### src/source/mem_net_config.svh
/* build-time widths and address map for the memory network slice
   bank split and secure base are byte addresses; words are 4 bytes */

`ifndef MEM_NET_CONFIG_SVH
`define MEM_NET_CONFIG_SVH

// ====================
// message widths
// ====================
`define MEM_ADDR_NBITS 32
`define MEM_DATA_NBITS 32
`define MEM_OPAQUE_NBITS 8
// also the number of opaque high bits that carry the source core id
`define NET_SRCDEST_NBITS 3

// ====================
// address map
// ====================
// word index is addr[9:2], so this must stay 256 for that slice
`define BANK_WORDS 256
`define INST_BANK_LIMIT 32'h0000_4000
`define DATA_BANK_LIMIT 32'h0000_C000
`define SECURE_BASE 32'h0000_8000
// 1 sends every non-dirmem request to bank 0
`define SINGLE_BANK 0

`endif

### src/source/mem_msg_pkg.sv
/* memory-side message types; single-word accesses only, no length field
   opaque high bits are overwritten by the network with the source core id */

`include "mem_net_config.svh"

package mem_msg_pkg;

  // request opcodes
  // dirmem reads like rd but is always routed to bank 1
  typedef enum logic [1:0] {
    mem_rd     = 2'd0,
    mem_wr     = 2'd1,
    mem_dirmem = 2'd2
  } mem_op_e;

  // control part of a request, data travels on its own lane
  typedef struct packed {
    mem_op_e                      op;
    logic [`MEM_OPAQUE_NBITS-1:0] opaque;
    logic [`MEM_ADDR_NBITS-1:0]   addr;
    // 1 = secure domain
    logic                         domain;
  } mem_req_ctrl_t;

  // control part of a response
  // domain and fail sit above op and opaque, as on the wire
  typedef struct packed {
    logic                         domain;
    logic                         fail;
    mem_op_e                      op;
    logic [`MEM_OPAQUE_NBITS-1:0] opaque;
  } mem_resp_ctrl_t;

endpackage

### src/source/net_msg_pkg.sv
/* network-side types; one header layout serves both directions
   payload is sized for the larger (request) control struct */

`include "mem_net_config.svh"

package net_msg_pkg;

  // payload width covers both memory control structs
  localparam int unsigned req_payload_nbits  = $bits(mem_msg_pkg::mem_req_ctrl_t);
  localparam int unsigned resp_payload_nbits = $bits(mem_msg_pkg::mem_resp_ctrl_t);
  localparam int unsigned payload_nbits =
    (req_payload_nbits > resp_payload_nbits) ? req_payload_nbits : resp_payload_nbits;

  // control part of a split network message
  // the memory control struct sits in the low payload bits, upper bits zero
  typedef struct packed {
    logic [`NET_SRCDEST_NBITS-1:0] dest;
    logic [`NET_SRCDEST_NBITS-1:0] src;
    logic [payload_nbits-1:0]      payload;
  } net_hdr_t;

  // sequencer states, one request in flight
  typedef enum logic [2:0] {
    st_idle,
    st_issue,
    st_access,
    st_respond,
    st_release
  } ctrl_state_e;

endpackage

### src/source/net_chan_if.sv
/* one split network channel: header, data lane and load flag
   load is driven by the sender and tells the receiver the message is usable */

`timescale 1ns/1ps

`include "mem_net_config.svh"

interface net_chan_if;

  // control part
  net_msg_pkg::net_hdr_t       hdr;
  // data part
  logic [`MEM_DATA_NBITS-1:0]  data;
  // sender-side flag, meaning depends on the channel
  logic                        load;

  // sender side
  modport src (
    output hdr,
    output data,
    output load
  );

  // receiver side
  modport dst (
    input hdr,
    input data,
    input load
  );

endinterface

### src/source/mem_resp_to_net.sv
/* combinational response adapter; routes on the opaque high bits
   outputs read zero while the bank has no valid response */

`timescale 1ns/1ps

`include "mem_net_config.svh"

module mem_resp_to_net (
  net_chan_if.dst                       resp_chan,
  output net_msg_pkg::net_hdr_t         net_hdr,
  output logic [`MEM_DATA_NBITS-1:0]    net_data
);

  localparam int ns = `NET_SRCDEST_NBITS;
  localparam int mo = `MEM_OPAQUE_NBITS;
  localparam int rb = net_msg_pkg::resp_payload_nbits;

  mem_msg_pkg::mem_resp_ctrl_t  in_ctrl;
  mem_msg_pkg::mem_resp_ctrl_t  out_ctrl;
  logic [ns-1:0]                dest;

  // bank reply sits in the low payload bits
  assign in_ctrl = mem_msg_pkg::mem_resp_ctrl_t'(resp_chan.hdr.payload[rb-1:0]);

  // the requesting core was stashed in the opaque high bits
  assign dest = in_ctrl.opaque[mo-1 -: ns];

  always_comb begin
    // routing bits are consumed here, the core only sees its own low bits
    out_ctrl = in_ctrl;
    out_ctrl.opaque[mo-1 -: ns] = '0;

    net_hdr = '0;
    if (resp_chan.load) begin
      net_hdr.dest = dest;
      // src is the answering bank
      net_hdr.src = resp_chan.hdr.src;
      // domain and fail end up above op and opaque through the struct layout
      net_hdr.payload[rb-1:0] = out_ctrl;
    end
  end

  assign net_data = resp_chan.load ? resp_chan.data : '0;

endmodule

### src/flat_wrapper.sv
// flat-port wrapper written by rule: the top's interface ports become plain ports
module mem_resp_to_net_flat 
  (net_hdr, net_data, resp_chan_hdr, resp_chan_data, resp_chan_load);
  net_chan_if resp_chan_i ();
  output net_msg_pkg::net_hdr_t net_hdr;
  output logic [`MEM_DATA_NBITS-1:0] net_data;
  input wire logic [$bits(resp_chan_i.hdr)-1:0] resp_chan_hdr;
  input wire logic [$bits(resp_chan_i.data)-1:0] resp_chan_data;
  input wire logic [$bits(resp_chan_i.load)-1:0] resp_chan_load;
  assign resp_chan_i.hdr = resp_chan_hdr;
  assign resp_chan_i.data = resp_chan_data;
  assign resp_chan_i.load = resp_chan_load;
  mem_resp_to_net u_core (.resp_chan(resp_chan_i), .net_hdr(net_hdr), .net_data(net_data));
endmodule
### config.mk
export PLATFORM = sky130hd
export DESIGN_NAME = mem_resp_to_net_flat
export DESIGN_NICKNAME = d
export VERILOG_FILES = /design/src/source/mem_msg_pkg.sv /design/src/source/net_msg_pkg.sv /design/src/source/net_chan_if.sv /design/src/source/mem_resp_to_net.sv /design/src/flat_wrapper.sv
export VERILOG_INCLUDE_DIRS = /design/src /design/src/source
export SDC_FILE = /design/constraint.sdc
export NUM_CORES = 1
export LEC_CHECK = 0
export ABC_AREA = 1
export BUFFER_PORTS_ARGS = -buffer_cell sky130_fd_sc_hd__buf_2
export CAP_MARGIN = 25
export CORE_AREA = 2 2 63 65
export DETAILED_ROUTE_END_ITERATION = 7
export DIE_AREA = 0 0 65 67
export PLACE_DENSITY = 0.69
export SYNTH_ARGS = -nofsm -noshare
export SYNTH_HDL_FRONTEND = slang
export SYNTH_SLANG_ARGS = --single-unit
### constraint.sdc
create_clock -name vclk -period 0.8
set_input_delay 0 -clock vclk [all_inputs]
set_output_delay 0 -clock vclk [all_outputs]
set_load 0.01 [all_outputs]
=== Yosys cells after proc, flatten, opt, wreduce, memory -nomap -nowiden ===
Cells that the tools add are included.

* Flip-flop bits (word level): 0
* Bits of input ports: 82
* Output and inout port bits: 81
* Logic and storage cells: 3

* Muxes and demuxes: 3

{| class="wikitable"
|+ Operator list
! kind !! number
|-
| 32-bit two-way mux || 1
|-
| 12-bit two-way mux || 1
|-
| 6-bit two-way mux || 1
|}

=== Depth between registers and ports, before layout ===
Gate-level depths: netlist of the first run.

* Depth in word-level cells: 1
* Mapped depth: 4
* Mapped depth without buffers: 2

=== Worst setup path after synthesis of the first run ===
Ideal clock, no wire load.

* Path type: input-to-output
* From: input resp_chan_load
* To: output net_data[0]
* Data arrival time: 0.392 ns
* Data required time: 0.800 ns
* Path slack: 0.408 ns
* Stages on the path: 4
* Cell sequence: buf_4 -> buf_6 -> nand2_1 -> inv_1

* Word-level cells in the longest chain between the ends: 1

{| class="wikitable"
|+ RTL lines
! what !! line !! text
|-
| from (decl) || flat_wrapper.sv:9 || <nowiki>input wire logic [$bits(resp_chan_i.load)-1:0] resp_chan_load;</nowiki>
|-
| 32-bit two-way mux || mem_resp_to_net.sv:43 || <nowiki>assign net_data = resp_chan.load ? resp_chan.data : '0;</nowiki>
|-
| to (decl) || flat_wrapper.sv:6 || <nowiki>output logic [`MEM_DATA_NBITS-1:0] net_data;</nowiki>
|}

No other way between the ends.

==> results of run 1 <==
[critical path: stages]
cell and delay, ns:
buf_2 0.10, buf_12 0.19, nand2_1 0.08, inv_1 0.05, buf_2 0.11
[layout make-up]
cell class | count | area (sq um)
timing repair buffer | 96 | 495.5
fill | 406 | 2570
inverter | 47 | 176.4
tap | 48 | 60.06
multi-input combinational | 81 | 304.0
[Yosys cell counts]
cell	n
buf_6	3
buf_2	1
buf_4	35
nand2_1	47
conb_1	1
inv_1	47
[where the power goes]
group          switching [mW]  total, mW  internal (mW)  leakage [nW]
Sequential                  0          0              0             0
Clock                       0          0              0             0
Combinational           0.289      0.501          0.212          1.00
[worst paths after layout]
path,endpoint,cells after the start
worst min-delay path,net_data[0],4
worst max-delay path,net_hdr[48],5
[kinds of logic (layout without fill, tap and decap cells)]
family / Yosys count / in the layout / share of synthesized area, %
buf+inv: 86 / 143 / 72.62
simple gates: 47 / 47 / 26.81
other cells: 1 / 34 / 0.5698
[cells in the final DEF, fill, tap and decap left out]
cell / instances
buf_12: 1
buf_2: 95
conb_1: 34
inv_1: 47
nand2_1: 47
[layer usage]
metal / wire length (um) / vias to the layer above / track usage [%]
li1: - / 461 / -
met1: 558 / 325 / 6.300
met2: 880 / 64 / 13.53
met3: 265 / 0 / 0.1689
met4: 0 / 0 / 0
met5: 0 / - / 0
==> metrics.md, run 1 <==
| Metric | Value |
|---|---|
| Ports | 163 |
| Starting Density | 18.25% |
| Yosys warns | 0 |
| Ant. Diodes | 0 |
| Clock buffer cells | 0 |
| Final WL | 1704 um |
| Drt pass-1 iters | 4 |
| Crit path arrival time | 0.56 ns |
| Place WS | 0.2149 ns |
| Synth unique cells | 6 |
| Post-route ant nets | 0 |
| Chip width | 65 um |
| CTS resizes | 0 |
| Die Y | 67 um |
| Power Dens Cells | 483.1 mW/mm^2 |
| RSZ-0062 raised after global routing | no |
| Syn_area_per_cell | 4.911 sq um |
| DP Area | 0.001036 sq mm |
| Vias in the first global route | 579 |
| Seq cells | 0 |
| Final setup vio count | 0 |
| Routed WL per cell | 6.265 um |
| Post-layout util | 28.73% |
| Startpoint Class | input port |
| Largest net degree at the start of global routing | 48 |
| DRT iter0 DRCs | 7 |
| Final WS setup | 0.2363 ns |
| Setup crit end kind | output pin |
| Max Cap Violations | 0 |
| CP required | 0.80 ns |
| GPL Wtd Cong | 0.6706 |
| Max Freq | 1.774 GHz |
| Setup TNS | 0 ns |
| Syn Inst Count | 134 |
| Detail Placement HPWL | 1518 um |
| Sequential fraction of the synthesis area | 0% |
| Finished Cell Area | 0.001036 sq mm |
| Final period utilization | 70.47% |
| Max-slew violation count | 0 |
| Worst Path Max Fanout | 47 |
| Worst hold slack | 0.2630 ns |
| Dominant cell type by area after synthesis | buf_4 |
| Beginning of the critical path | resp_chan_load |
| Initial antenna violation count | 0 |
| Leak | 1.003 nW |
| First-pass GRT wire length | 2221 um |
| Hold path start | resp_chan_data[0] |
| Critical path class | input port to output pin |
| Pwr Total | 500.5 uW |
| Storage cell area | 0 sq um |
| Port bufs | 95 |
| Layout cell share with drive strength beyond 1 | 42.86% |
| Core area | 0.003606 sq mm |
| Std cell rows | 22 |
| Area growth syn-to-layout | 57.41% |
| Via count | 850 |
| Total Nets Final | 308 |
| Crit path time final | 0.5637 ns |
| GR Overflow Total | 0 |
| Die area | 0.004355 sq mm |
| Status | finished clean |
| Dpl cells | 272 |
| Hold buffers post-CTS | 0 |
| Mapped Area | 658.1 sq um |
| Peak supply drop | 0.0001942 V |
| Total setup buffers inserted after CTS | 0 |
| Synth top area cells | buf_4, inv_1, nand2_1 |
| Final Hold Fails | 0 |
| Post-route DRC | 0 |
| Via density | 3.125 |
| Finished Layout Cells | 272 |
| Hold Path Class | input port to output pin |
| All-Layer GR Usage | 6.001% |
| Yosys top cell area share | 39.92% |
Note: power is estimated with default switching activity, not from simulation.
==> inputs of run 2 (changes only) <==
Settings changed: CORE_AREA 2 2 63 65 to 2 2 64 66, DIE_AREA 0 0 65 67 to 0 0 66 68, PLACE_DENSITY 0.69 to 0.67.
==> metrics.md, run 2 (synthesis results as in run 1) <==
| Metric | Value |
|---|---|
| Status | finished clean |
| Initial antenna violation count | 0 (unchanged) |
| Post-route DRC | 0 (unchanged) |
| Max-slew violation count | 0 (unchanged) |
| Worst Path Max Fanout | 37 (-21%) |
| Chip width | 66 um (+1.5%) |
| Clock buffer cells | 0 (unchanged) |
| CP Buf/Inv Count | 4 (unchanged) |
| Starting Density | 17.07% (-1.2 points) |
| RSZ-0062 raised after global routing | no |
| Largest net degree at the start of global routing | 38 (-21%) |
| GPL Wtd Cong | 0.6454 (-3.8%) |
| Crit-path cells | buf_2, buf_12, nand2_1, inv_1, buf_2 |
| Std cell rows | 23 (+4.5%) |
| Final Hold Fails | 0 (unchanged) |
| Max Cap Violations | 0 (unchanged) |
| Ant. Diodes | 0 (unchanged) |
| Stages on the worst setup path | 5 (unchanged) |
| Place WS | 0.2191 ns (+0.004194 ns) |
| CP peak stage delay | 0.18 ns (about the same) |
| Die area | 0.004488 sq mm (+3.1%) |
| CTS resizes | 0 (unchanged) |
| Crit path time final | 0.5583 ns (-0.005459 ns) |
| Leak | 1.008 nW (+0.48%) |
| Via density | 3.047 (-2.5%) |
| Final setup vio count | 0 (unchanged) |
| Via count | 838 (-1.4%) |
| Worst hold slack | 0.2572 ns (-0.005757 ns) |
| Final period utilization | 69.78% (-0.68 points) |
| Most frequent cells in the layout | buf_2, nand2_1, inv_1 |
| Number of cells on the worst hold path | 4 (unchanged) |
| GR Overflow Total | 0 (unchanged) |
| Layout cell share with drive strength beyond 1 | 43.11% (+0.25 points) |
| Ports | 163 (unchanged) |
| Post-route ant nets | 0 (unchanged) |
| Seq cells | 0 (unchanged) |
| First-pass GRT wire length | 2076 um (-6.5%) |
| Worst path top cell family by delay | buffers and inverters |
| Post-layout util | 27.13% (-1.6 points) |
| Fillcell total | 454 (+12%) |
| Vias in the first global route | 534 (-7.8%) |
| CP required | 0.80 ns (about the same) |
| Peak supply drop | 0.0001124 V (-42%) |
| Critical path class | input port to output pin |
| Hold Path Class | input port to output pin |
| Routed WL per cell | 6.131 um (-2.1%) |
| Setup TNS | 0 ns (unchanged) |
| All-Layer GR Usage | 5.387% (-0.61 points) |
| Setup crit end kind | output pin |
| Final WS setup | 0.2417 ns (+0.005459 ns) |
| Port bufs | 95 (unchanged) |
| Startpoint Class | input port |
| CP max-delay cell | buf_12 |
| Die Y | 68 um (+1.5%) |
| Hold buffers post-CTS | 0 (unchanged) |
| Storage cell area | 0 sq um (unchanged) |
| Final WL | 1686 um (-1.1%) |
| Most used cell, CP | buf_2 |
| Core area | 0.003856 sq mm (+6.9%) |
| Drt pass-1 iters | 2 (-2) |
| Max Freq | 1.791 GHz (+0.98%) |
| DRT iter0 DRCs | 11 (+4) |
| Power Dens Cells | 481.1 mW/mm^2 (-0.42%) |
| Commonest non-fill, non-tap cell in the layout | buf_2 |
| Total setup buffers inserted after CTS | 0 (unchanged) |
| Total Nets Final | 309 (+0.32%) |
| Area growth syn-to-layout | 58.93% |
| Crit path arrival time | 0.56 ns (about the same) |
| Detail Placement HPWL | 1509 um (-0.57%) |
| Pwr Total | 503.3 uW (+0.55%) |
-- run 2: report_power, final --
| part | internal, mW | switching [mW] | leakage [nW] |
|---|---|---|---|
| combinational | 0.215 | 0.288 | 1.01 |
| clock | 0 | 0 | 0 |
| sequential | 0 | 0 | 0 |
| total | 0.215 | 0.288 | 1.01 |
-- run 2: routing by layer --
layer  vias to the layer above  wire length, um  GRT usage [%]
met5                         -                0              0
met4                         0                0              0
met3                         0              216              0
met2                        62              860          12.25
met1                       313              609          5.762
li1                        463                -              -
-- run 2: worst paths after layout --
kind | from | slack [ns] | end
worst max-delay path | resp_chan_load | 0.24 | net_data[29]
worst min-delay path | resp_chan_data[28] | 0.26 | net_data[28]
-- run 2: metrics by stage --
stage               instances  instance area, sq um
floorplan                 167                 782.0
finish                    275                  1046
detailed placement        275                  1046
global route              275                  1046
CTS                       275                  1046
global placement          275                  1046
-- run 2: final cells by class --
type / instances / area (sq um) / share of cell area [%]
timing repair buffer: 97 / 503.0 / 48.09
multi-input combinational: 81 / 304.0 / 29.07
inverter: 47 / 176.4 / 16.87
tap: 50 / 62.56 / 5.981
-- run 2: tightest hold or removal path, stage by stage --
cell     delay (ns)
buf_2          0.07
nand2_1        0.04
inv_1          0.04
buf_2          0.11
