==> config.mk <==
export PLATFORM = sky130hd
export DESIGN_NAME = mem_net_ctrl
export DESIGN_NICKNAME = d
export VERILOG_FILES = /design/src/source/mem_msg_pkg.sv /design/src/source/net_msg_pkg.sv /design/src/source/mem_net_ctrl.sv
export VERILOG_INCLUDE_DIRS = /design/src /design/src/source
export SDC_FILE = /design/constraint.sdc
export NUM_CORES = 1
export LEC_CHECK = 0
export BUFFER_PORTS_ARGS = -buffer_cell sky130_fd_sc_hd__clkbuf_2
export CAP_MARGIN = 10
export CORE_AREA = 2 2 39 41
export CTS_CLUSTER_DIAMETER = 30
export DETAILED_ROUTE_END_ITERATION = 10
export DIE_AREA = 0 0 41 43
export PLACE_DENSITY_LB_ADDON = 0.15
export SYNTH_ARGS = -nofsm -noshare
export SYNTH_HDL_FRONTEND = slang
export SYNTH_SLANG_ARGS = --single-unit
==> constraint.sdc <==
create_clock -name clk -period 0.8 [get_ports clk]
set_input_delay 0.24 -clock clk [delete_from_list [all_inputs] [get_ports clk]]
set_output_delay 0.24 -clock clk [all_outputs]
set_load 0.03 [all_outputs]
==> src/source/mem_net_config.svh <==
/* build-time widths and address map for the memory network slice
   bank split and secure base are byte addresses; words are 4 bytes */

`ifndef MEM_NET_CONFIG_SVH
`define MEM_NET_CONFIG_SVH

// ====================
// message widths
// ====================
`define MEM_ADDR_NBITS 32
`define MEM_DATA_NBITS 32
`define MEM_OPAQUE_NBITS 8
// also the number of opaque high bits that carry the source core id
`define NET_SRCDEST_NBITS 3

// ====================
// address map
// ====================
// word index is addr[9:2], so this must stay 256 for that slice
`define BANK_WORDS 256
`define INST_BANK_LIMIT 32'h0000_4000
`define DATA_BANK_LIMIT 32'h0000_C000
`define SECURE_BASE 32'h0000_8000
// 1 sends every non-dirmem request to bank 0
`define SINGLE_BANK 0

`endif

==> src/source/mem_msg_pkg.sv <==
/* memory-side message types; single-word accesses only, no length field
   opaque high bits are overwritten by the network with the source core id */

`include "mem_net_config.svh"

package mem_msg_pkg;

  // request opcodes
  // dirmem reads like rd but is always routed to bank 1
  typedef enum logic [1:0] {
    mem_rd     = 2'd0,
    mem_wr     = 2'd1,
    mem_dirmem = 2'd2
  } mem_op_e;

  // control part of a request, data travels on its own lane
  typedef struct packed {
    mem_op_e                      op;
    logic [`MEM_OPAQUE_NBITS-1:0] opaque;
    logic [`MEM_ADDR_NBITS-1:0]   addr;
    // 1 = secure domain
    logic                         domain;
  } mem_req_ctrl_t;

  // control part of a response
  // domain and fail sit above op and opaque, as on the wire
  typedef struct packed {
    logic                         domain;
    logic                         fail;
    mem_op_e                      op;
    logic [`MEM_OPAQUE_NBITS-1:0] opaque;
  } mem_resp_ctrl_t;

endpackage

==> src/source/net_msg_pkg.sv <==
/* network-side types; one header layout serves both directions
   payload is sized for the larger (request) control struct */

`include "mem_net_config.svh"

package net_msg_pkg;

  // payload width covers both memory control structs
  localparam int unsigned req_payload_nbits  = $bits(mem_msg_pkg::mem_req_ctrl_t);
  localparam int unsigned resp_payload_nbits = $bits(mem_msg_pkg::mem_resp_ctrl_t);
  localparam int unsigned payload_nbits =
    (req_payload_nbits > resp_payload_nbits) ? req_payload_nbits : resp_payload_nbits;

  // control part of a split network message
  // the memory control struct sits in the low payload bits, upper bits zero
  typedef struct packed {
    logic [`NET_SRCDEST_NBITS-1:0] dest;
    logic [`NET_SRCDEST_NBITS-1:0] src;
    logic [payload_nbits-1:0]      payload;
  } net_hdr_t;

  // sequencer states, one request in flight
  typedef enum logic [2:0] {
    st_idle,
    st_issue,
    st_access,
    st_respond,
    st_release
  } ctrl_state_e;

endpackage

==> src/source/mem_net_ctrl.sv <==
/* sequencer for one request at a time; req must follow four-phase rules
   a new request is only taken after ack has dropped */

`timescale 1ns/1ps

module mem_net_ctrl (
  input  logic  clk,
  input  logic  rst_n,
  input  logic  req,
  output logic  ack,
  output logic  issue_en,
  output logic  access_en,
  output logic  resp_en
);

  net_msg_pkg::ctrl_state_e state;

  // ====================
  // state machine
  // ====================
  // idle    wait for req
  // issue   bank latches the request message
  // access  bank reads or writes
  // respond output registers load, then hold ack until req drops
  // release one dead cycle before the next request
  always_ff @(posedge clk) begin
    if (!rst_n) begin
      state <= net_msg_pkg::st_idle;
      ack   <= 1'b0;
    end else begin
      case (state)
        net_msg_pkg::st_idle: begin
          if (req) begin
            state <= net_msg_pkg::st_issue;
          end
        end
        net_msg_pkg::st_issue: begin
          state <= net_msg_pkg::st_access;
        end
        net_msg_pkg::st_access: begin
          state <= net_msg_pkg::st_respond;
        end
        net_msg_pkg::st_respond: begin
          // first cycle here loads the outputs, ack follows on the same edge
          if (!ack) begin
            ack <= 1'b1;
          end else if (!req) begin
            ack   <= 1'b0;
            state <= net_msg_pkg::st_release;
          end
        end
        net_msg_pkg::st_release: begin
          state <= net_msg_pkg::st_idle;
        end
        default: begin
          state <= net_msg_pkg::st_idle;
          ack   <= 1'b0;
        end
      endcase
    end
  end

  // ====================
  // datapath strobes
  // ====================
  // each is high for exactly one cycle per request
  assign issue_en  = (state == net_msg_pkg::st_issue);
  assign access_en = (state == net_msg_pkg::st_access);
  // ack low marks the first respond cycle, later cycles only hold
  assign resp_en   = (state == net_msg_pkg::st_respond) && !ack;

endmodule

# --- After elaboration in Yosys (flattened, before gate mapping) ---
# Cells that the tools add are included.
totals:
  ff_bits: 4
  input_bits: 3
  out_inout_bits: 4
  wordCells: 21
op_classes:
  eq_ne: 7
  muxes: 7
  reduce_logical: 5
op_table:
  columns: ["cell", "count"]
  rows:
  - ["$pmux W3 S4", 1]
  - ["$mux W3", 3]
  - ["$eq A3 B2 Y1 const B", 2]
  - ["$ne A2 B2 Y1 const B", 3]
  - ["$reduce_or A4 Y1", 1]
  - ["$eq A3 B1 Y1 const B", 1]
  - ["$eq A3 B3 Y1 const B", 1]
  - ["$logic_not A3 Y1", 1]
  - ["$reduce_and A3 Y1", 1]
  - ["$mux W1", 2]
  - ["$pmux W1 S2", 1]
  - ["$logic_and A1 B1 Y1", 1]
  - ["$logic_not A1 Y1", 1]

# --- Logic depth before layout (Yosys ltp) ---
# Gate-level depths: netlist of the first run.
depth:
  depth_word: 3
  mapped_depth: 3

# --- Worst setup path after synthesis of the first run ---
# Ideal clock, no wire load.
synth_timing:
  path_kind: "reg-to-output"
  startpoint: "register state[1]"
  endpoint: "output port access_en"
  t_arrival_ns: 1.172
  setup_slack_ns: -0.612
  path_stages_with_launch: 3
  n_path_buf: 0
  cell_sequence: "dfxtp_1 inv_1 nor3_1"
synth_between:
  elab_chain_cells: 1
synth_rtl:
  columns: ["element", "line_no", "source"]
  rows:
  - ["start, declared", "mem_net_ctrl.sv:16", "net_msg_pkg::ctrl_state_e state;"]
  - ["start signal, assigned", "mem_net_ctrl.sv:28", "state <= net_msg_pkg::st_idle;"]
  - ["start signal, assigned", "mem_net_ctrl.sv:34", "state <= net_msg_pkg::st_issue;"]
  - ["start signal, assigned", "mem_net_ctrl.sv:38", "state <= net_msg_pkg::st_access;"]
  - ["$eq A3 B2 Y1", "mem_net_ctrl.sv:68", "assign access_en = (state == net_msg_pkg::st_access);"]
  - ["end, declared", "mem_net_ctrl.sv:12", "output logic access_en,"]
# No other way between the ends.

# --- Worst setup path after layout of the first run ---
layout_timing:
  startpoint: "register state[0]"
  endpoint: "output port issue_en"
layout_between:
  elab_chain_cells: 1
layout_rtl:
  columns: ["element", "line_no", "source"]
  rows:
  - ["$eq A3 B1 Y1", "mem_net_ctrl.sv:67", "assign issue_en = (state == net_msg_pkg::st_issue);"]
  - ["end, declared", "mem_net_ctrl.sv:11", "output logic issue_en,"]
# No other way between the ends.

==> metrics.md, run 1 <==
| Metric | Value |
|---|---|
| CP Data Required Time | about 0.56 ns |
| Critical path endpoint | issue_en |
| Synth top area share | around two fifths |
| IO Port Bufs | 6 |
| Final total power | 693 uW |
| Syn nets | 24 |
| Reg2reg path depth | 4 |
| Core Region | around 1400 um^2 |
| Setup violators final | 8 |
| Worst Setup End Kind | primary output |
| Max Clock Skew | 0.00891 ns |
| Total grt overflow | 0 |
| NetSw | 192 uW |
| Vias in the first global route | between 200 and 250 |
| RePlAce Congestion | roughly 0.68 |
| Worst r2r src | state[0] |
| RSZ-0062 raised after global routing | yes |
| Reg clk slew, reported paths | 0.04 ns |
| CTS Buf Count | 3 |
| Top Ports | 7 |
| Pre-antenna DRT Iters | 1 |
| DR iter-0 viols | 0 |
| Initial core utilization | between 10 and 15% |
| Sequential share of the synthesized area | about two fifths |
| Die Y | 43 um |
| Clock power frac | 40.2% |
| Critical Path Source Type | flip-flop |
| Post-synthesis cell count | 21 |
| P&R area growth vs syn | 105% |
| Via-per-instance ratio | ~4.2 |
| Routed wire per std cell | 9.87 um |
| Synth Area per Inst | 9.65 um^2 |
| Endpoints failing hold | 0 |
| Critical path class | flip-flop to primary output |
| FMAX | 820 MHz |
| Global-route wire length before repair | slightly below 900 um |
| Row cnt | 14 |
| Root Driver | clkbuf_4 |
| Flop2flop setup slack | -0.24 ns |
| Final core occ | ~30% |
| Crit path time final | about 1.2 ns |
| Pwr Density | ~1700 nW/um^2 |
| CP startpoint | state[0] |
| Post-synth EDFFs | 0 |
| Post-route clock period utilization | 152% |
| Seq pwr share | 34.4% |
| Min Hold Slack | between 0.2 and 0.3 ns |
| Worst Hold Class | primary input to flip-flop |
| Pint | roughly 500 uW |
| Maximum vdd ir drop | 0.000415 V |
| Final TNS setup | -2.11 ns |
| ANT cells | 0 |
| Vias | ~220 |
| Die area | 1760 um^2 |
| Commonest cells in the netlist | dfxtp_1 (4), nor2_1 (2), nor3_1 (2), nor3b_1 (2) |
| # hold bufs at CTS | 0 |
| Lkg Pwr | between 0.00015 and 0.0002 uW |
| Antenna violations before repair | 0 |
| Slew margin rel. | slightly below 90% |
| GRT Resource Usage Total | between 7 and 8% |
| Syn. warnings | 0 |
| Netlist Area Pre-Place | roughly 200 um^2 |
| Antenna Nets Post-Route | 0 |
| Largest net degree at the start of global routing | 6 |
| Nets | between 40 and 50 |
| Worst Max-Slew Pin Slew | between 0.15 and 0.2 ns |
| Die width | about 41 um |
| RR Endpoint | state[0] |
| CTS sink count | 4 |
| Critical Path AT | just under 1 ns |
| Layout Cells excl Fill | 53 |
| Combinational share of power | around a quarter |
| Cell variety after synth | 15 |
| Clk_lat worst skew | approximately 0.24 ns |
| Most numerous cell in the Yosys netlist | dfxtp_1 |
| Failing checks | setup timing |
| DP Cell Count | between 40 and 50 |
| Switching Fraction | 27.6% |
| Primary FF master, synth | dfxtp_1 |
| CTS Buffer Depth | 2 |
| Clock H-tree levels | 1 |
| Drt drc | 0 |
| Async SR Flop Fraction | 0% |
| Max cap viols | 0 |
| Top cells by area, synth | dfxtp_1 (40%), a221oi_2 (7.4%), nor3b_1 (7.4%) |
| FF+latch count, synth | 4 |
| Outcome | finished, violations left |
| Crit-path max FO | 5 |
| Area leader, netlist | dfxtp_1 |
| Final worst setup slack | -0.420 ns |
| Fraction of layout cells with a size suffix above 1 | ~73% |
| Pins Over Slew Limit | 0 |
| Routed wire length | between 500 and 600 um |
| CTS tree | yes |
| Dpl hpwl | roughly 400 um |
==> routing by layer <==
layer | up-vias | global-route usage, % | wire [um]
met5 | - | 0 | 0
met4 | 0 | 8.00 | 12
met3 | 2 | 3.14 | 36
met2 | 9 | 10.6 | 268
met1 | 104 | 8.36 | 207
li1 | 107 | - | -
==> sequential cells by signal (all words and copies together), names as in the netlist <==
register	count
state	3
ack	1
==> cells by family after synthesis <==
kind of cell	synth area share, %
and+or+nand+nor	39.5
buffers and inverters	7.41
DFF	39.5
AOI/OAI and AO/OA	13.6
==> worst max-delay path, cell delays in order (launching register included) <==
cell and delay, ns:
dfxtp_4 0.38, nor3b_4 0.19, clkbuf_8 0.18
==> worst min path at each step <==
stage               cells after the start        to  slack (ns)  start
global route                            2       ack        0.30  rst_n
detailed placement                      2       ack        0.52  rst_n
CTS                                     2       ack        0.28  rst_n
finish                                  2       ack        0.28  rst_n
floorplan                               2  state[0]        0.37    req
global placement                        2       ack        0.51  rst_n
==> power by group through the flow <==
stage | clock (uW) | combinational [uW] | sequential [uW]
2_1_floorplan | 0 | 98.9 | 237
3_3_place_gp | 0 | 141 | 242
3_5_place_dp | 0 | 143 | 243
4_1_cts | 284 | 175 | 239
5_1_grt | 291 | 190 | 241
6_report | 279 | 175 | 239
==> timing repair <==
action                     in CTS  in global routing
pin swaps                       4                  1
buffers inserted                1                  0
setup endpoints to repair       8                  8
gates resized for setup        12                  2
==> placed cells by master, fill, tap and decap left out, drive strengths merged <==
master and n:
and4 1, nand4b 1, o21ai 1, clkbuf 8, dfxtp 4, buf 9, inv 1, nand2 1
nor3b 2, nand2b 2, a221oi 1, nor3 2, a21o 1, nor2b 1, nor2 2
==> through the flow <==
step                      instance area [um^2]  setup WS [ns]
after floorplan                            251         -0.258
after global placement                     335         -0.271
after detailed placement                   335         -0.284
after CTS                                  413         -0.423
after global routing                       415         -0.448
final                                      415         -0.420
==> cell type report <==
class                   count  area [um^2]
inverters                   1         3.75
fillers                   146          968
flip-flops and latches      4         92.6
clock buffers               4         26.3
well taps                  16         20.0
multi-input cells          15          149
repair buffers             13          124
Power figures use the tool's default switching activity.
==> inputs of run 2 (changes only) <==
- CELL_PAD_IN_SITES_DETAIL_PLACEMENT: not set -> 0
- CELL_PAD_IN_SITES_GLOBAL_PLACEMENT: not set -> 1
- TNS_END_PERCENT: not set -> 10
==> run 2 against run 1 <==
Compared with the run above: the flow still finishes with violations (setup timing); largest cell class unchanged; final cell count shrank 1.9%; non-clock buffer count unchanged; hold slack lost 0.016 ns; count of clock-buffer cells in the layout fell by 1; critical path depth unchanged; utilization shrank 0.090 points; via count fell by 3.6%; wire length grew 5.2%; largest power group unchanged.
==> metrics.md, run 2 (same netlist as run 1, synthesis figures left out) <==
| Metric | Value |
|---|---|
| Drt drc | 0 (unchanged) |
| Setup violators final | 8 (unchanged) |
| Clock H-tree levels | 1 (unchanged) |
| Initial core utilization | 14.6% (unchanged) |
| Routed wire length | 550 um (+5.2%) |
| Min Hold Slack | 0.264 ns (-0.0157 ns) |
| Worst Setup End Kind | primary output |
| FMAX | 820 MHz (about the same) |
| Slew margin rel. | 87.2% (+0.50 points) |
| CP Depth | 2 (unchanged) |
| Most frequent cells in the layout | buf_4 (7), dfxtp_4 (3), clkbuf_4 (3), buf_8 (3) |
| Row cnt | 14 (unchanged) |
| Reg clk slew, reported paths | 0.04 ns (about the same) |
| Crit path time final | 1.22 ns (+0.0000650 ns) |
| Root Driver | clkbuf_4 |
| Max Clock Skew | 0.00986 ns (+0.000952 ns) |
| Slowest-stage cell, CP | dfxtp_4 |
| NetSw | 193 uW (+0.63%) |
| Critical Path AT | 0.98 ns (about the same) |
| Total grt overflow | 0 (unchanged) |
| RePlAce Congestion | 0.610 (-10%) |
| Die area | 1760 um^2 (unchanged) |
| Largest regs | state (3), ack (1) |
| DR iter-0 viols | 0 (unchanged) |
| Antenna Nets Post-Route | 0 (unchanged) |
| Leading cell type in the layout, fill and taps excluded | buf_4 |
| GRT Resource Usage Total | 8.33% (+0.50 points) |
| Combinational share of power | 26.7% (+1.4 points) |
| Antenna violations before repair | 0 (unchanged) |
| Pwr Density | 1630 nW/um^2 (-2.2%) |
| CP max stage delay | 0.38 ns (about the same) |
| Top Ports | 7 (unchanged) |
| Vias | 214 (-3.6%) |
| Outcome | finished, violations left |
| Fraction of layout cells with a size suffix above 1 | 77.8% (+4.8 points) |
| Critical path buffer and inverter count | 1 (unchanged) |
| ANT cells | 0 (unchanged) |
| Failing checks | setup timing |
| Pins Over Slew Limit | 0 (unchanged) |
| Dpl hpwl | 429 um (+6.7%) |
| Critical path class | flip-flop to primary output |
| Critical Path Source Type | flip-flop |
| Endpoints failing hold | 0 (unchanged) |
| Worst Max-Slew Pin Slew | 0.192 ns (-0.00756 ns) |
| Reg2reg path depth | 4 (unchanged) |
| Dpl cell area | 323 um^2 (-3.7%) |
| P&R area growth vs syn | 104% |
| Max FFs per register | 3 (unchanged) |
| Post-route clock period utilization | 152% (about the same) |
| CP Data Required Time | 0.56 ns (about the same) |
| Crit-path max FO | 4 (-1) |
| CP Cell Sequence | nor3b_4, clkbuf_8 |
| Seq pwr share | 35.0% (+0.6 points) |
| Vias in the first global route | 205 (-9.7%) |
| CTS Buffer Depth | 2 (unchanged) |
| Die Y | 43 um (unchanged) |
| CTS Buf Count | 3 (unchanged) |
| Final worst setup slack | -0.420 ns (-0.0000650 ns) |
| Global-route wire length before repair | 890 um (+1.6%) |
| Pre-antenna DRT Iters | 1 (unchanged) |
| Hold Path Depth | 2 (unchanged) |
| Routed wire per std cell | 10.6 um (+7.2%) |
| Reg with most FFs | state |
| Pint | 483 uW (-3.6%) |
| Worst Hold Class | primary input to flip-flop |
| Via-per-instance ratio | 4.12 (-1.7%) |
| Largest net degree at the start of global routing | 6 (unchanged) |
| # hold bufs at CTS | 0 (unchanged) |
| Lkg Pwr | 0.000181 uW (+0.31%) |
| Crit path max-delay family | flip-flops |
| CTS sink count | 4 (unchanged) |
| Switching Fraction | 28.5% (+0.88 points) |
| Max cap viols | 0 (unchanged) |
| Post-route cell area | 414 um^2 (-0.30%) |
| Core Region | 1380 um^2 (unchanged) |
| Clk_lat worst skew | 0.24 ns (about the same) |
| Pre-CTS WS | -0.300 ns (-0.0164 ns) |
| Nets | 41 (unchanged) |
| RSZ-0062 raised after global routing | yes |
| Maximum vdd ir drop | 0.000623 V (+50%) |
| Clock power frac | 38.3% (-1.9 points) |
| Die width | 41 um (unchanged) |
| CTS tree | yes |
| IO Port Bufs | 6 (unchanged) |
==> run 2: worst paths after layout <==
path / endpoint / slack [ns] / start
max: issue_en / -0.42 / state[0]
min: ack / 0.26 / rst_n
max reg2reg: ack / -0.29 / state[0]
min reg2reg: state[0] / 0.60 / state[0]
==> run 2: layout make-up <==
| type | count | area [um^2] |
|---|---|---|
| Multi-Input combinational cell | 15 | 154 |
| Clock buffer | 3 | 22.5 |
| Timing Repair Buffer | 13 | 121 |
| Sequential cell | 4 | 92.6 |
| Fill cell | 152 | 970 |
| Inverter | 1 | 3.75 |
| Tap cell | 16 | 20.0 |
==> run 2: metal layers <==
metal  track usage, %  up-vias  part of all wire (%)
met1             9.00      101                    41
li1                 -      105                     -
met3             7.85        0                    10
met4             4.00        0                     0
met2             10.6        8                    48
met5                0        -                     0
==> run 2: through the flow <==
stage          util [%]  TNS (ns)  instances  total power, uW
2_1_floorplan         -     -1.40         21              337
3_3_place_gp       23.3     -1.65         47              381
3_5_place_dp       23.3     -1.69         47              382
4_1_cts            29.7     -2.44         52              686
5_1_grt            29.9     -2.73         52              718
6_report           29.9     -2.36         52              676
==> run 2: what timing repair did <==
action,in CTS,in global routing
setup endpoints to repair,8,8
buffers inserted,2,0
gates resized for setup,15,3
endpoints found under the hold margin,0,0
pin swaps,1,0
==> run 2: power groups by stage <==
stage / Combinational [uW] / Sequential (uW) / Clock, uW
6_report: 181 / 237 / 259
5_1_grt: 194 / 239 / 285
4_1_cts: 178 / 236 / 271
3_5_place_dp: 136 / 246 / 0
3_3_place_gp: 136 / 245 / 0
2_1_floorplan: 99.0 / 238 / 0
