`config.mk`:
```
export PLATFORM = sky130hd
export DESIGN_NAME = mem_req_to_net_flat
export DESIGN_NICKNAME = d
export VERILOG_FILES = /design/src/source/mem_msg_pkg.sv /design/src/source/net_msg_pkg.sv /design/src/source/net_chan_if.sv /design/src/source/mem_req_to_net.sv /design/src/flat_wrapper.sv
export VERILOG_INCLUDE_DIRS = /design/src /design/src/source
export SDC_FILE = /design/constraint.sdc
export NUM_CORES = 1
export LEC_CHECK = 0
export BUFFER_PORTS_ARGS = -buffer_cell sky130_fd_sc_hd__buf_2
export CAP_MARGIN = 10
export CORE_AREA = 2 2 62 64
export DETAILED_ROUTE_END_ITERATION = 7
export DIE_AREA = 0 0 64 66
export PLACE_DENSITY_LB_ADDON = 0.15
export SYNTH_ARGS = -nofsm -noshare
export SYNTH_HDL_FRONTEND = slang
export SYNTH_SLANG_ARGS = --single-unit
```
`constraint.sdc`:
```
create_clock -name vclk -period 1.6
set_input_delay 0.16 -clock vclk [all_inputs]
set_output_delay 0.16 -clock vclk [all_outputs]
set_load 0.005 [all_outputs]
```
`src/source/mem_net_config.svh`:
```
/* build-time widths and address map for the memory network slice
   bank split and secure base are byte addresses; words are 4 bytes */

`ifndef MEM_NET_CONFIG_SVH
`define MEM_NET_CONFIG_SVH

// ====================
// message widths
// ====================
`define MEM_ADDR_NBITS 32
`define MEM_DATA_NBITS 32
`define MEM_OPAQUE_NBITS 8
// also the number of opaque high bits that carry the source core id
`define NET_SRCDEST_NBITS 3

// ====================
// address map
// ====================
// word index is addr[9:2], so this must stay 256 for that slice
`define BANK_WORDS 256
`define INST_BANK_LIMIT 32'h0000_4000
`define DATA_BANK_LIMIT 32'h0000_C000
`define SECURE_BASE 32'h0000_8000
// 1 sends every non-dirmem request to bank 0
`define SINGLE_BANK 0

`endif

```
`src/source/mem_msg_pkg.sv`:
```
/* memory-side message types; single-word accesses only, no length field
   opaque high bits are overwritten by the network with the source core id */

`include "mem_net_config.svh"

package mem_msg_pkg;

  // request opcodes
  // dirmem reads like rd but is always routed to bank 1
  typedef enum logic [1:0] {
    mem_rd     = 2'd0,
    mem_wr     = 2'd1,
    mem_dirmem = 2'd2
  } mem_op_e;

  // control part of a request, data travels on its own lane
  typedef struct packed {
    mem_op_e                      op;
    logic [`MEM_OPAQUE_NBITS-1:0] opaque;
    logic [`MEM_ADDR_NBITS-1:0]   addr;
    // 1 = secure domain
    logic                         domain;
  } mem_req_ctrl_t;

  // control part of a response
  // domain and fail sit above op and opaque, as on the wire
  typedef struct packed {
    logic                         domain;
    logic                         fail;
    mem_op_e                      op;
    logic [`MEM_OPAQUE_NBITS-1:0] opaque;
  } mem_resp_ctrl_t;

endpackage

```
`src/source/net_msg_pkg.sv`:
```
/* network-side types; one header layout serves both directions
   payload is sized for the larger (request) control struct */

`include "mem_net_config.svh"

package net_msg_pkg;

  // payload width covers both memory control structs
  localparam int unsigned req_payload_nbits  = $bits(mem_msg_pkg::mem_req_ctrl_t);
  localparam int unsigned resp_payload_nbits = $bits(mem_msg_pkg::mem_resp_ctrl_t);
  localparam int unsigned payload_nbits =
    (req_payload_nbits > resp_payload_nbits) ? req_payload_nbits : resp_payload_nbits;

  // control part of a split network message
  // the memory control struct sits in the low payload bits, upper bits zero
  typedef struct packed {
    logic [`NET_SRCDEST_NBITS-1:0] dest;
    logic [`NET_SRCDEST_NBITS-1:0] src;
    logic [payload_nbits-1:0]      payload;
  } net_hdr_t;

  // sequencer states, one request in flight
  typedef enum logic [2:0] {
    st_idle,
    st_issue,
    st_access,
    st_respond,
    st_release
  } ctrl_state_e;

endpackage

```
`src/source/net_chan_if.sv`:
```
/* one split network channel: header, data lane and load flag
   load is driven by the sender and tells the receiver the message is usable */

`timescale 1ns/1ps

`include "mem_net_config.svh"

interface net_chan_if;

  // control part
  net_msg_pkg::net_hdr_t       hdr;
  // data part
  logic [`MEM_DATA_NBITS-1:0]  data;
  // sender-side flag, meaning depends on the channel
  logic                        load;

  // sender side
  modport src (
    output hdr,
    output data,
    output load
  );

  // receiver side
  modport dst (
    input hdr,
    input data,
    input load
  );

endinterface

```
`src/source/mem_req_to_net.sv`:
```
/* combinational request adapter; net_src must fit in NET_SRCDEST_NBITS
   the opaque high bits of the request are lost, only the low bits come back */

`timescale 1ns/1ps

`include "mem_net_config.svh"

module mem_req_to_net #(
  parameter int net_src = 0
) (
  // 0 = instruction side, 1 = data side
  input  logic                         mode,
  input  mem_msg_pkg::mem_op_e         req_op,
  input  logic [`MEM_OPAQUE_NBITS-1:0] req_opaque,
  input  logic [`MEM_ADDR_NBITS-1:0]   req_addr,
  input  logic [`MEM_DATA_NBITS-1:0]   req_data,
  input  logic                         req_domain,
  net_chan_if.src                      chan
);

  localparam int ns = `NET_SRCDEST_NBITS;
  localparam int mo = `MEM_OPAQUE_NBITS;
  localparam logic [ns-1:0] src_id = ns'(net_src);
  localparam bit single_bank = (`SINGLE_BANK != 0);

  logic [ns-1:0]                          dest;
  logic [`MEM_ADDR_NBITS-1:0]             bank_limit;
  mem_msg_pkg::mem_req_ctrl_t             ctrl;
  logic [net_msg_pkg::payload_nbits-1:0]  payload;

  // ====================
  // bank routing
  // ====================
  // split point depends on which side of the core is asking
  assign bank_limit = mode ? `DATA_BANK_LIMIT : `INST_BANK_LIMIT;

  always_comb begin
    if (req_op == mem_msg_pkg::mem_dirmem) begin
      // direct memory always lives in bank 1
      dest = ns'(1);
    end else if (single_bank) begin
      dest = '0;
    end else if (req_addr < bank_limit) begin
      dest = '0;
    end else begin
      dest = ns'(1);
    end
  end

  // ====================
  // message packing
  // ====================
  // core id replaces the opaque high bits so the reply can find its way back
  always_comb begin
    ctrl.op     = req_op;
    ctrl.opaque = {src_id, req_opaque[mo-ns-1:0]};
    ctrl.addr   = req_addr;
    ctrl.domain = req_domain;
  end

  // request struct fills the payload exactly
  assign payload = ctrl;

  assign chan.hdr.dest    = dest;
  assign chan.hdr.src     = src_id;
  assign chan.hdr.payload = payload;

  // data goes on its own lane, untouched
  assign chan.data = req_data;

  // flag a decodable opcode, the bank refuses anything else
  assign chan.load = (req_op == mem_msg_pkg::mem_rd) ||
                     (req_op == mem_msg_pkg::mem_wr) ||
                     (req_op == mem_msg_pkg::mem_dirmem);

endmodule

```
`src/flat_wrapper.sv`:
```
// flat-port wrapper written by rule: the top's interface ports become plain ports
module mem_req_to_net_flat 
#(
  parameter int net_src = 0
)
  (mode, req_op, req_opaque, req_addr, req_data, req_domain, chan_hdr, chan_data, chan_load);
  net_chan_if chan_i ();
  input  logic mode;
  input  mem_msg_pkg::mem_op_e req_op;
  input  logic [`MEM_OPAQUE_NBITS-1:0] req_opaque;
  input  logic [`MEM_ADDR_NBITS-1:0] req_addr;
  input  logic [`MEM_DATA_NBITS-1:0] req_data;
  input  logic req_domain;
  output wire logic [$bits(chan_i.hdr)-1:0] chan_hdr;
  output wire logic [$bits(chan_i.data)-1:0] chan_data;
  output wire logic [$bits(chan_i.load)-1:0] chan_load;
  assign chan_hdr = chan_i.hdr;
  assign chan_data = chan_i.data;
  assign chan_load = chan_i.load;
  mem_req_to_net #(.net_src(net_src)) u_core (.mode(mode), .req_op(req_op), .req_opaque(req_opaque), .req_addr(req_addr), .req_data(req_data), .req_domain(req_domain), .chan(chan_i));
endmodule
```
---- Yosys cells after proc, flatten, opt, wreduce, memory -nomap -nowiden ----
Index checks and enable logic that the tools add are counted.
storage, ports and cells
  flip-flop bits (word level) ............. 0
  input port bits ......................... 76
  output and inout port bits .............. 82
  word-level logic and storage cells ...... 9
operators by class
  $lt $le $gt $ge ......................... 1
  equal/unequal tests ..................... 2
  muxes and demuxes ....................... 3
  reduce and logical (&&, ||, !) cells .... 3
operators with widths
  cell                                                             number
  32-bit < comparator                                              1
  16-bit two-way mux                                               1
  3-bit two-way mux                                                1
  2-bit by 1-bit == test with 1-bit output, second input constant  1
  2-bit == test, second input constant                             1
  2-bit logical NOT                                                1
  1-bit logical OR                                                 2
  1-bit two-way mux                                                1

---- Longest topological paths before layout ----
Gate-level depths: netlist (run 1).
  depth in word-level cells ............... 4
  gate-level depth with buffers ........... 5
  gate-level depth less buffers ........... 5

---- Worst setup path before layout (run 1) ----
OpenSTA, ideal clock, no wires.
  path kind ............................... input port to output port
  from .................................... in mode
  to ...................................... out chan_hdr[46]
  arrival ................................. 1.033 ns
  data required time ...................... 1.440 ns
  path slack .............................. 0.407 ns
  stages on the path ...................... 5
  buffers on the path ..................... 0
  cells stage by stage .................... inv_1 ha_1 nand2_1 o21ai_0 or4_1
between the ends
  cells in the longest elaborated chain, start to end .. 4
ends and longest elaborated chain
  item                          RTL line              text
  start, declared               flat_wrapper.sv:8     input logic mode;
  16-bit two-way mux (no line)  n/a
  32-bit < comparator           mem_req_to_net.sv:43  end else if (req_addr < bank_limit) begin
  1-bit two-way mux             mem_req_to_net.sv:43
  3-bit two-way mux             mem_req_to_net.sv:38  if (req_op == mem_msg_pkg::mem_dirmem) begin
  end, declared                 flat_wrapper.sv:14    output wire logic [$bits(chan_i.hdr)-1:0] chan_hdr;
No other way between the ends.

---- Worst setup path after layout (run 1) ----
Ends and elaborated chain as after synthesis.

==> run metrics, run 1 <==
CTS hold repair buffers 0; CP startpoint kind input pin; max frequency between 0.6 and 0.7 GHz; final total power 77.5 uW; Die ar. 0.00422 sq mm; number of global-route vias before repair 280; Tcrit/Tclk final around nine tenths; drt wl/cell 9.95 um; DR vias between 300 and 400; # diodes 0; dpl ws approximately 150 ps; HP Start req_data[24]; DP Cell Count approximately 110; fillers ~430; Worst Path Arrival about 1300 ps; syn_area_per_cell 7.45 sq um; total area of sequential cells 0 sq um; synth-to-layout area growth -43.1%; min cycle time layout 1440 ps; max-slew violation count 0; Ports ~160; PostCTS Resize Cnt 0; Post-Layout Cell Count roughly 110; Unique masters post-synth 10; synthesized area 693 sq um; antenna viol nets, final 0; unrepaired setup endpoints after global routing false; GP Congestion about 0.55; Remaining DRCs 0; Seq/Total Area, Yosys 0%; endpoints failing setup 0; largest net degree at the start of global routing 4; Chip Height about 66 um; I/O Buffers 43; CP Max Fanout 1; total gr overflow 0; Die X 64 um; core area roughly 0.0036 sq mm; number of max-cap violations 0; gr usage total 3.63%; number of setup buffers added after CTS 0; Initial Utilization roughly a fifth; Final Hold Viols 0; slack of the critical path between 150 and 200 ps; setup TNS 0 ps; result of the run finished clean; commonest non-fill, non-tap cell in the layout buf_2; WS Path Type input pin to primary output; final WL approximately 1100 um; Mapped Cells 93; vias per inst 3.45; YS warnings 0; worst setup path endpoint chan_hdr[46]; PD cells between 150 and 200 mW/mm^2; post-layout net count ~140; sequential cells 0; cell row count 22; clock buffer count 0; final core utilization 11.1%; DR pass1 iterations 1; layout cells sized above 1 73.0%; Post-DP HPWL between 900 and 1000 um; Crit. End Element primary output; Critical Path RT 1440 ps; most frequent cells in the layout buf_2, conb_1, nor4_2, inv_1, nand2_1; Critical Path Start mode; number of antenna violations at the first check in global routing 0; DRT iter0 DRCs 0; global-route wire length before repair 1260 um; leakage approximately 0.22 nW; Peak VDD IR 0.0169 mV; Hold Path Class input pin to primary output
==> stage by stage <==
stage | cell area [sq um] | hold slack, ps
global route | 394 | 320
CTS | 394 | 320
global placement | 394 | 320
finish | 394 | 320
floorplan | 719 | 361
detailed placement | 394 | 320
==> critical path: stages <==
cell and delay [ps]:
buf_2 70, inv_1 30, ha_1 280, nand2_1 50, o21ai_0 80, or4_1 460, buf_2 140
==> layout make-up <==
type                       count  area [sq um]  share of cell area, %
inverter                       2          7.51                   1.90
multi-input combinational     18           111                   28.3
tap                           48          60.1                   15.2
timing repair buffer          43           215                   54.6
==> power breakdown <==
group	switching (mW)	leakage, nW	internal, mW
sequential	0	0	0
combinational	0.0369	0.221	0.0406
clock	0	0	0
total	0.0369	0.221	0.0406
==> worst min path at each step <==
stage | endpoint | depth (start not counted) | slack (ps)
finish | chan_data[24] | 0 | 320
global route | chan_data[12] | 0 | 320
CTS | chan_data[13] | 0 | 320
detailed placement | chan_data[13] | 0 | 320
global placement | chan_data[13] | 0 | 320
floorplan | chan_load | 1 | 360
==> synthesized netlist by cell type, drive strengths merged <==
| cell type | n | area (sq um) |
|---|---|---|
| conb | 1 | 3.75 |
| or4 | 1 | 7.51 |
| buf | 80 | 601 |
| nor4 | 3 | 37.5 |
| nand2 | 2 | 7.51 |
| ha | 1 | 12.5 |
| inv | 2 | 7.51 |
| o21ai | 1 | 5.00 |
| nand4 | 1 | 6.26 |
| nor3 | 1 | 5.00 |
==> routing by layer <==
layer | routed length (um) | vias up | track usage (%)
met3 | 298 | 22 | 2.21
met1 | 256 | 152 | 2.13
li1 | - | 142 | -
met2 | 438 | 67 | 6.12
met4 | 112 | 0 | 5.43
met5 | 0 | - | 0
==> cell families after synthesis <==
kind of cell	after synthesis	synth area share (%)
simple gates	8	9.21
other cells	1	0.541
buf+inv	82	87.7
compound gates	1	0.721
fa+ha+maj	1	1.80
(Power assumes the default switching activity.)
==> run 2: changes to the inputs <==
--- a/config.mk
+++ b/config.mk
@@ -11,7 +11,9 @@
 export CORE_AREA = 2 2 62 64
 export DETAILED_ROUTE_END_ITERATION = 7
 export DIE_AREA = 0 0 64 66
+export MAX_ROUTING_LAYER = met4
 export PLACE_DENSITY_LB_ADDON = 0.15
+export RECOVER_POWER = 50
 export SYNTH_ARGS = -nofsm -noshare
 export SYNTH_HDL_FRONTEND = slang
 export SYNTH_SLANG_ARGS = --single-unit
==> run metrics, run 2 (synthesized netlist as in run 1, its figures left out) <==
placed cell area 394 sq um; result of the run finished clean; post-layout net count ~140; synth-to-layout area growth -43.1%; Initial Utilization between 15 and 20%; met3 Use GR under 10%; DRT iter0 DRCs 0; GP Congestion around 0.56; most frequent cells in the layout buf_2, conb_1, nor4_2, inv_1, nand2_1; leakage 0.221 nW; max-slew violation count 0; total gr overflow 0; antenna viol nets, final 0; number of max-cap violations 0; DR pass1 iterations 1; Peak VDD IR 0.0169 mV; global-route wire length before repair 1260 um; Tcrit/Tclk final between 80% and 90%; unrepaired setup endpoints after global routing false; clock buffer count 0; min cycle time layout around 1400 ps; CP Max Fanout 1; Chip Height approximately 66 um; endpoints failing setup 0; setup TNS 0 ps; gr usage total under 10%; Hold Path Class input pin to primary output; total area of sequential cells 0 sq um; final core utilization 11.1%; drt wl/cell 9.95 um; clock share of power 0%; sequential cells 0; core area 0.00355 sq mm; PD cells about 200 mW/mm^2; Worst Path Arrival approximately 1300 ps; Comb power frac 100.0%; max frequency a little under 0.7 GHz; switching portion of total power 47.6%; worst setup path endpoint chan_hdr[46]; final WL 1110 um; number of global-route vias before repair 280; Crit. End Element primary output; Critical Path Start mode; Final Hold Viols 0; CTS hold repair buffers 0; I/O Buffers 43; largest net degree at the start of global routing 4; PostCTS Resize Cnt 0; post-route design area a little under 400 sq um; Die ar. roughly 0.0042 sq mm; number of antenna violations at the first check in global routing 0; Remaining DRCs 0; number of setup buffers added after CTS 0; met1 Resource Use GR under 10%; DR vias 385; # diodes 0; Die X ~64 um; commonest non-fill, non-tap cell in the layout buf_2; Pint 40.6 uW; vias per inst around 3.5; CP startpoint kind input pin; Sw Pwr roughly 37 uW; layout cells sized above 1 73.0%; Critical Path RT around 1400 ps; grt peak-use layer met2; GR met2 Demand/Resource approximately 6%; cell row count 22; Ports approximately 160; Post-DP HPWL between 900 and 1000 um; WS Path Type input pin to primary output; sequential group share of total power 0%
-- run 2: cell counts in the layout (fill, tap and decap cells not counted) --
No cell type changed its count.
-- run 2: layout make-up --
class / count / area (sq um)
Fill cell: 429 / 3160
Inverter: 2 / 7.51
Multi-Input combinational cell: 18 / 111
Timing Repair Buffer: 43 / 215
Tap cell: 48 / 60.1
-- run 2: per-stage QoR --
| stage | setup slack (ps) | total power, mW | cells | hold WS, ps |
|---|---|---|---|---|
| final | 161 | 0.0775 | 111 | 320 |
| after global routing | 67.1 | 0.0865 | 111 | 320 |
| after CTS | 154 | 0.0787 | 111 | 320 |
| after detailed placement | 154 | 0.0785 | 111 | 320 |
| after global placement | 173 | 0.0796 | 111 | 320 |
| after floorplan | 407 | 0.172 | 100 | 361 |
-- run 2: worst min path at each step --
stage / startpoint / to / slack (ps) / cells after the start
2_1_floorplan: req_op[1] / chan_load / 360 / 1
3_3_place_gp: req_data[13] / chan_data[13] / 320 / 0
3_5_place_dp: req_data[13] / chan_data[13] / 320 / 0
4_1_cts: req_data[13] / chan_data[13] / 320 / 0
5_1_grt: req_data[12] / chan_data[12] / 320 / 0
6_report: req_data[24] / chan_data[24] / 320 / 0
-- run 2: critical path, stage by stage --
cell and delay [ps]:
buf_2 70, inv_1 30, ha_1 280, nand2_1 50
o21ai_0 80, or4_1 460, buf_2 140
-- run 2: routing by layer --
| metal | vias to the layer above | share of wire, % |
|---|---|---|
| met5 | - | 0 |
| li1 | 142 | - |
| met3 | 24 | 27 |
| met1 | 152 | 23 |
| met4 | 0 | 10 |
| met2 | 67 | 40 |
-- run 2: power groups by stage --
| stage | registers [mW] | clock network, mW | logic (mW) |
|---|---|---|---|
| 2_1_floorplan | 0 | 0 | 0.172 |
| 3_3_place_gp | 0 | 0 | 0.0796 |
| 3_5_place_dp | 0 | 0 | 0.0785 |
| 4_1_cts | 0 | 0 | 0.0787 |
| 5_1_grt | 0 | 0 | 0.0865 |
| 6_report | 0 | 0 | 0.0775 |
==> run 3: changes to the inputs <==
--- a/config.mk
+++ b/config.mk
@@ -6,11 +6,12 @@
 export SDC_FILE = /design/constraint.sdc
 export NUM_CORES = 1
 export LEC_CHECK = 0
+export ABC_AREA = 1
 export BUFFER_PORTS_ARGS = -buffer_cell sky130_fd_sc_hd__buf_2
 export CAP_MARGIN = 10
-export CORE_AREA = 2 2 62 64
+export CORE_AREA = 2 2 60 62
 export DETAILED_ROUTE_END_ITERATION = 7
-export DIE_AREA = 0 0 64 66
+export DIE_AREA = 0 0 62 64
 export MAX_ROUTING_LAYER = met4
 export PLACE_DENSITY_LB_ADDON = 0.15
 export RECOVER_POWER = 50
==> run metrics, run 3 <==
result of the run finished clean; DR pass1 iterations 1; sequential cells 0; Hold WS ~320 ps; Post-synth top cells buf_4, nor2_1, nand2_1, inv_1; CP startpoint kind input pin; final total power about 79 uW; CP Max Fanout 1; number of global-route vias before repair about 320; Critical Path RT about 1400 ps; clock share of power 0%; unrepaired setup endpoints after global routing false; largest net degree at the start of global routing 4; PostCTS Resize Cnt 0; Die X 62 um; clock buffer count 0; drt wl/cell around 10 um; syn_area_per_cell approximately 6.7 sq um; Comb power frac 100.0%; Worst Path Arrival 940 ps; top cell type's share of synthesized area between 80% and 90%; switching portion of total power a little under half; max-slew violation count 0; PD cells 195 mW/mm^2; min cycle time layout 1100 ps; GP Congestion 0.614; Sw Pwr approximately 37 uW; Remaining DRCs 0; sequential group share of total power 0%; # diodes 0; most frequent cells in the layout buf_2, nor2_1, conb_1, nand2_1, inv_1; final WL 1180 um; WHS Path Cells 0; setup TNS 0 ps; Pint between 40 and 50 uW; endpoints failing setup 0; gr usage total under 10%; leakage 0.246 nW; area leader, netlist buf_4; WS Path Type input pin to primary output; synth top area cells buf_4, nor2_1, nand2_1; DRT iter0 DRCs 0; core area 0.00328 sq mm; Initial Utilization between 20% and 30%; Mapped Cells between 100 and 150; commonest non-fill, non-tap cell in the layout buf_2; Die ar. about 0.0040 sq mm; Hold Path Class input pin to primary output; Seq/Total Area, Yosys 0%; antenna viol nets, final 0; post-route design area between 400 and 500 sq um; total area of sequential cells 0 sq um; Unique masters post-synth 7; placed cell area ~400 sq um; Final Hold Viols 0; YS warnings 0; cell row count 21; max frequency between 0.9 and 1 GHz; I/O Buffers 43; CTS hold repair buffers 0; number of setup buffers added after CTS 0; post-layout net count 154; Peak VDD IR ~0.038 mV; global-route wire length before repair between 1500 and 2000 um; number of max-cap violations 0; number of antenna violations at the first check in global routing 0; Chip Height about 64 um; total gr overflow 0; Post-DP HPWL roughly 1100 um; Ports approximately 160; synth-to-layout area growth -42.8%; most frequent cell after synthesis buf_4; Crit. End Element primary output; vias per inst 3.26; DR vias between 300 and 400; layout cells sized above 1 between 50% and 60%; Tcrit/Tclk final around 69%; synthesized area 704 sq um
## run 3: cell types whose count changed after synthesis
cell and delta:
nand4_1 -1, or4_1 -1, nor4_2 -3, inv_1 +1
nand3_1 +1, nand2_1 +5, nor2_1 +12, nor3_1 -1
o21ai_0 -1
## run 3: cell type report
| cell class | count | area, sq um |
|---|---|---|
| Fill cell | 402 | 2880 |
| Timing Repair Buffer | 43 | 215 |
| Multi-Input combinational cell | 29 | 119 |
| Tap cell | 46 | 57.6 |
| Inverter | 3 | 11.3 |
## run 3: per-stage QoR
step	utilization, %	setup WS (ps)	std cells
3_3_place_gp	12.3	482	121
6_report	12.3	501	121
4_1_cts	12.3	479	121
2_1_floorplan	-	730	112
5_1_grt	12.3	423	121
3_5_place_dp	12.3	480	121
## run 3: power groups by stage
stage          Combinational, mW  Clock, mW  Sequential [mW]
2_1_floorplan              0.176          0                0
3_3_place_gp              0.0806          0                0
3_5_place_dp              0.0804          0                0
4_1_cts                   0.0806          0                0
5_1_grt                   0.0920          0                0
6_report                  0.0788          0                0
## run 3: logic make-up (layout without fill, tap and decap cells)
| logic type | after synthesis | in the layout | synth area share, % |
|---|---|---|---|
| AND/OR/NAND/NOR | 20 | 20 | 10.8 |
| other | 1 | 8 | 0.532 |
| adder cells (fa/ha/maj) | 1 | 1 | 1.78 |
| buffers and inverters | 83 | 46 | 86.9 |
## run 3: worst paths after layout
check	startpoint	to
max	mode	chan_hdr[46]
min	req_data[30]	chan_data[30]
## run 3: worst max-delay path, cell delays in order
cell and delay (ps):
buf_2 80, inv_1 30, ha_1 280, nand2_1 60, nand2_1 50, nor2_1 80, nand3_1 70, buf_2 130
## run 3: layer usage
metal,wire length (um),global-route usage (%)
met1,323,3.87
met2,553,7.81
met3,200,1.82
met5,0,-
met4,100,6.12
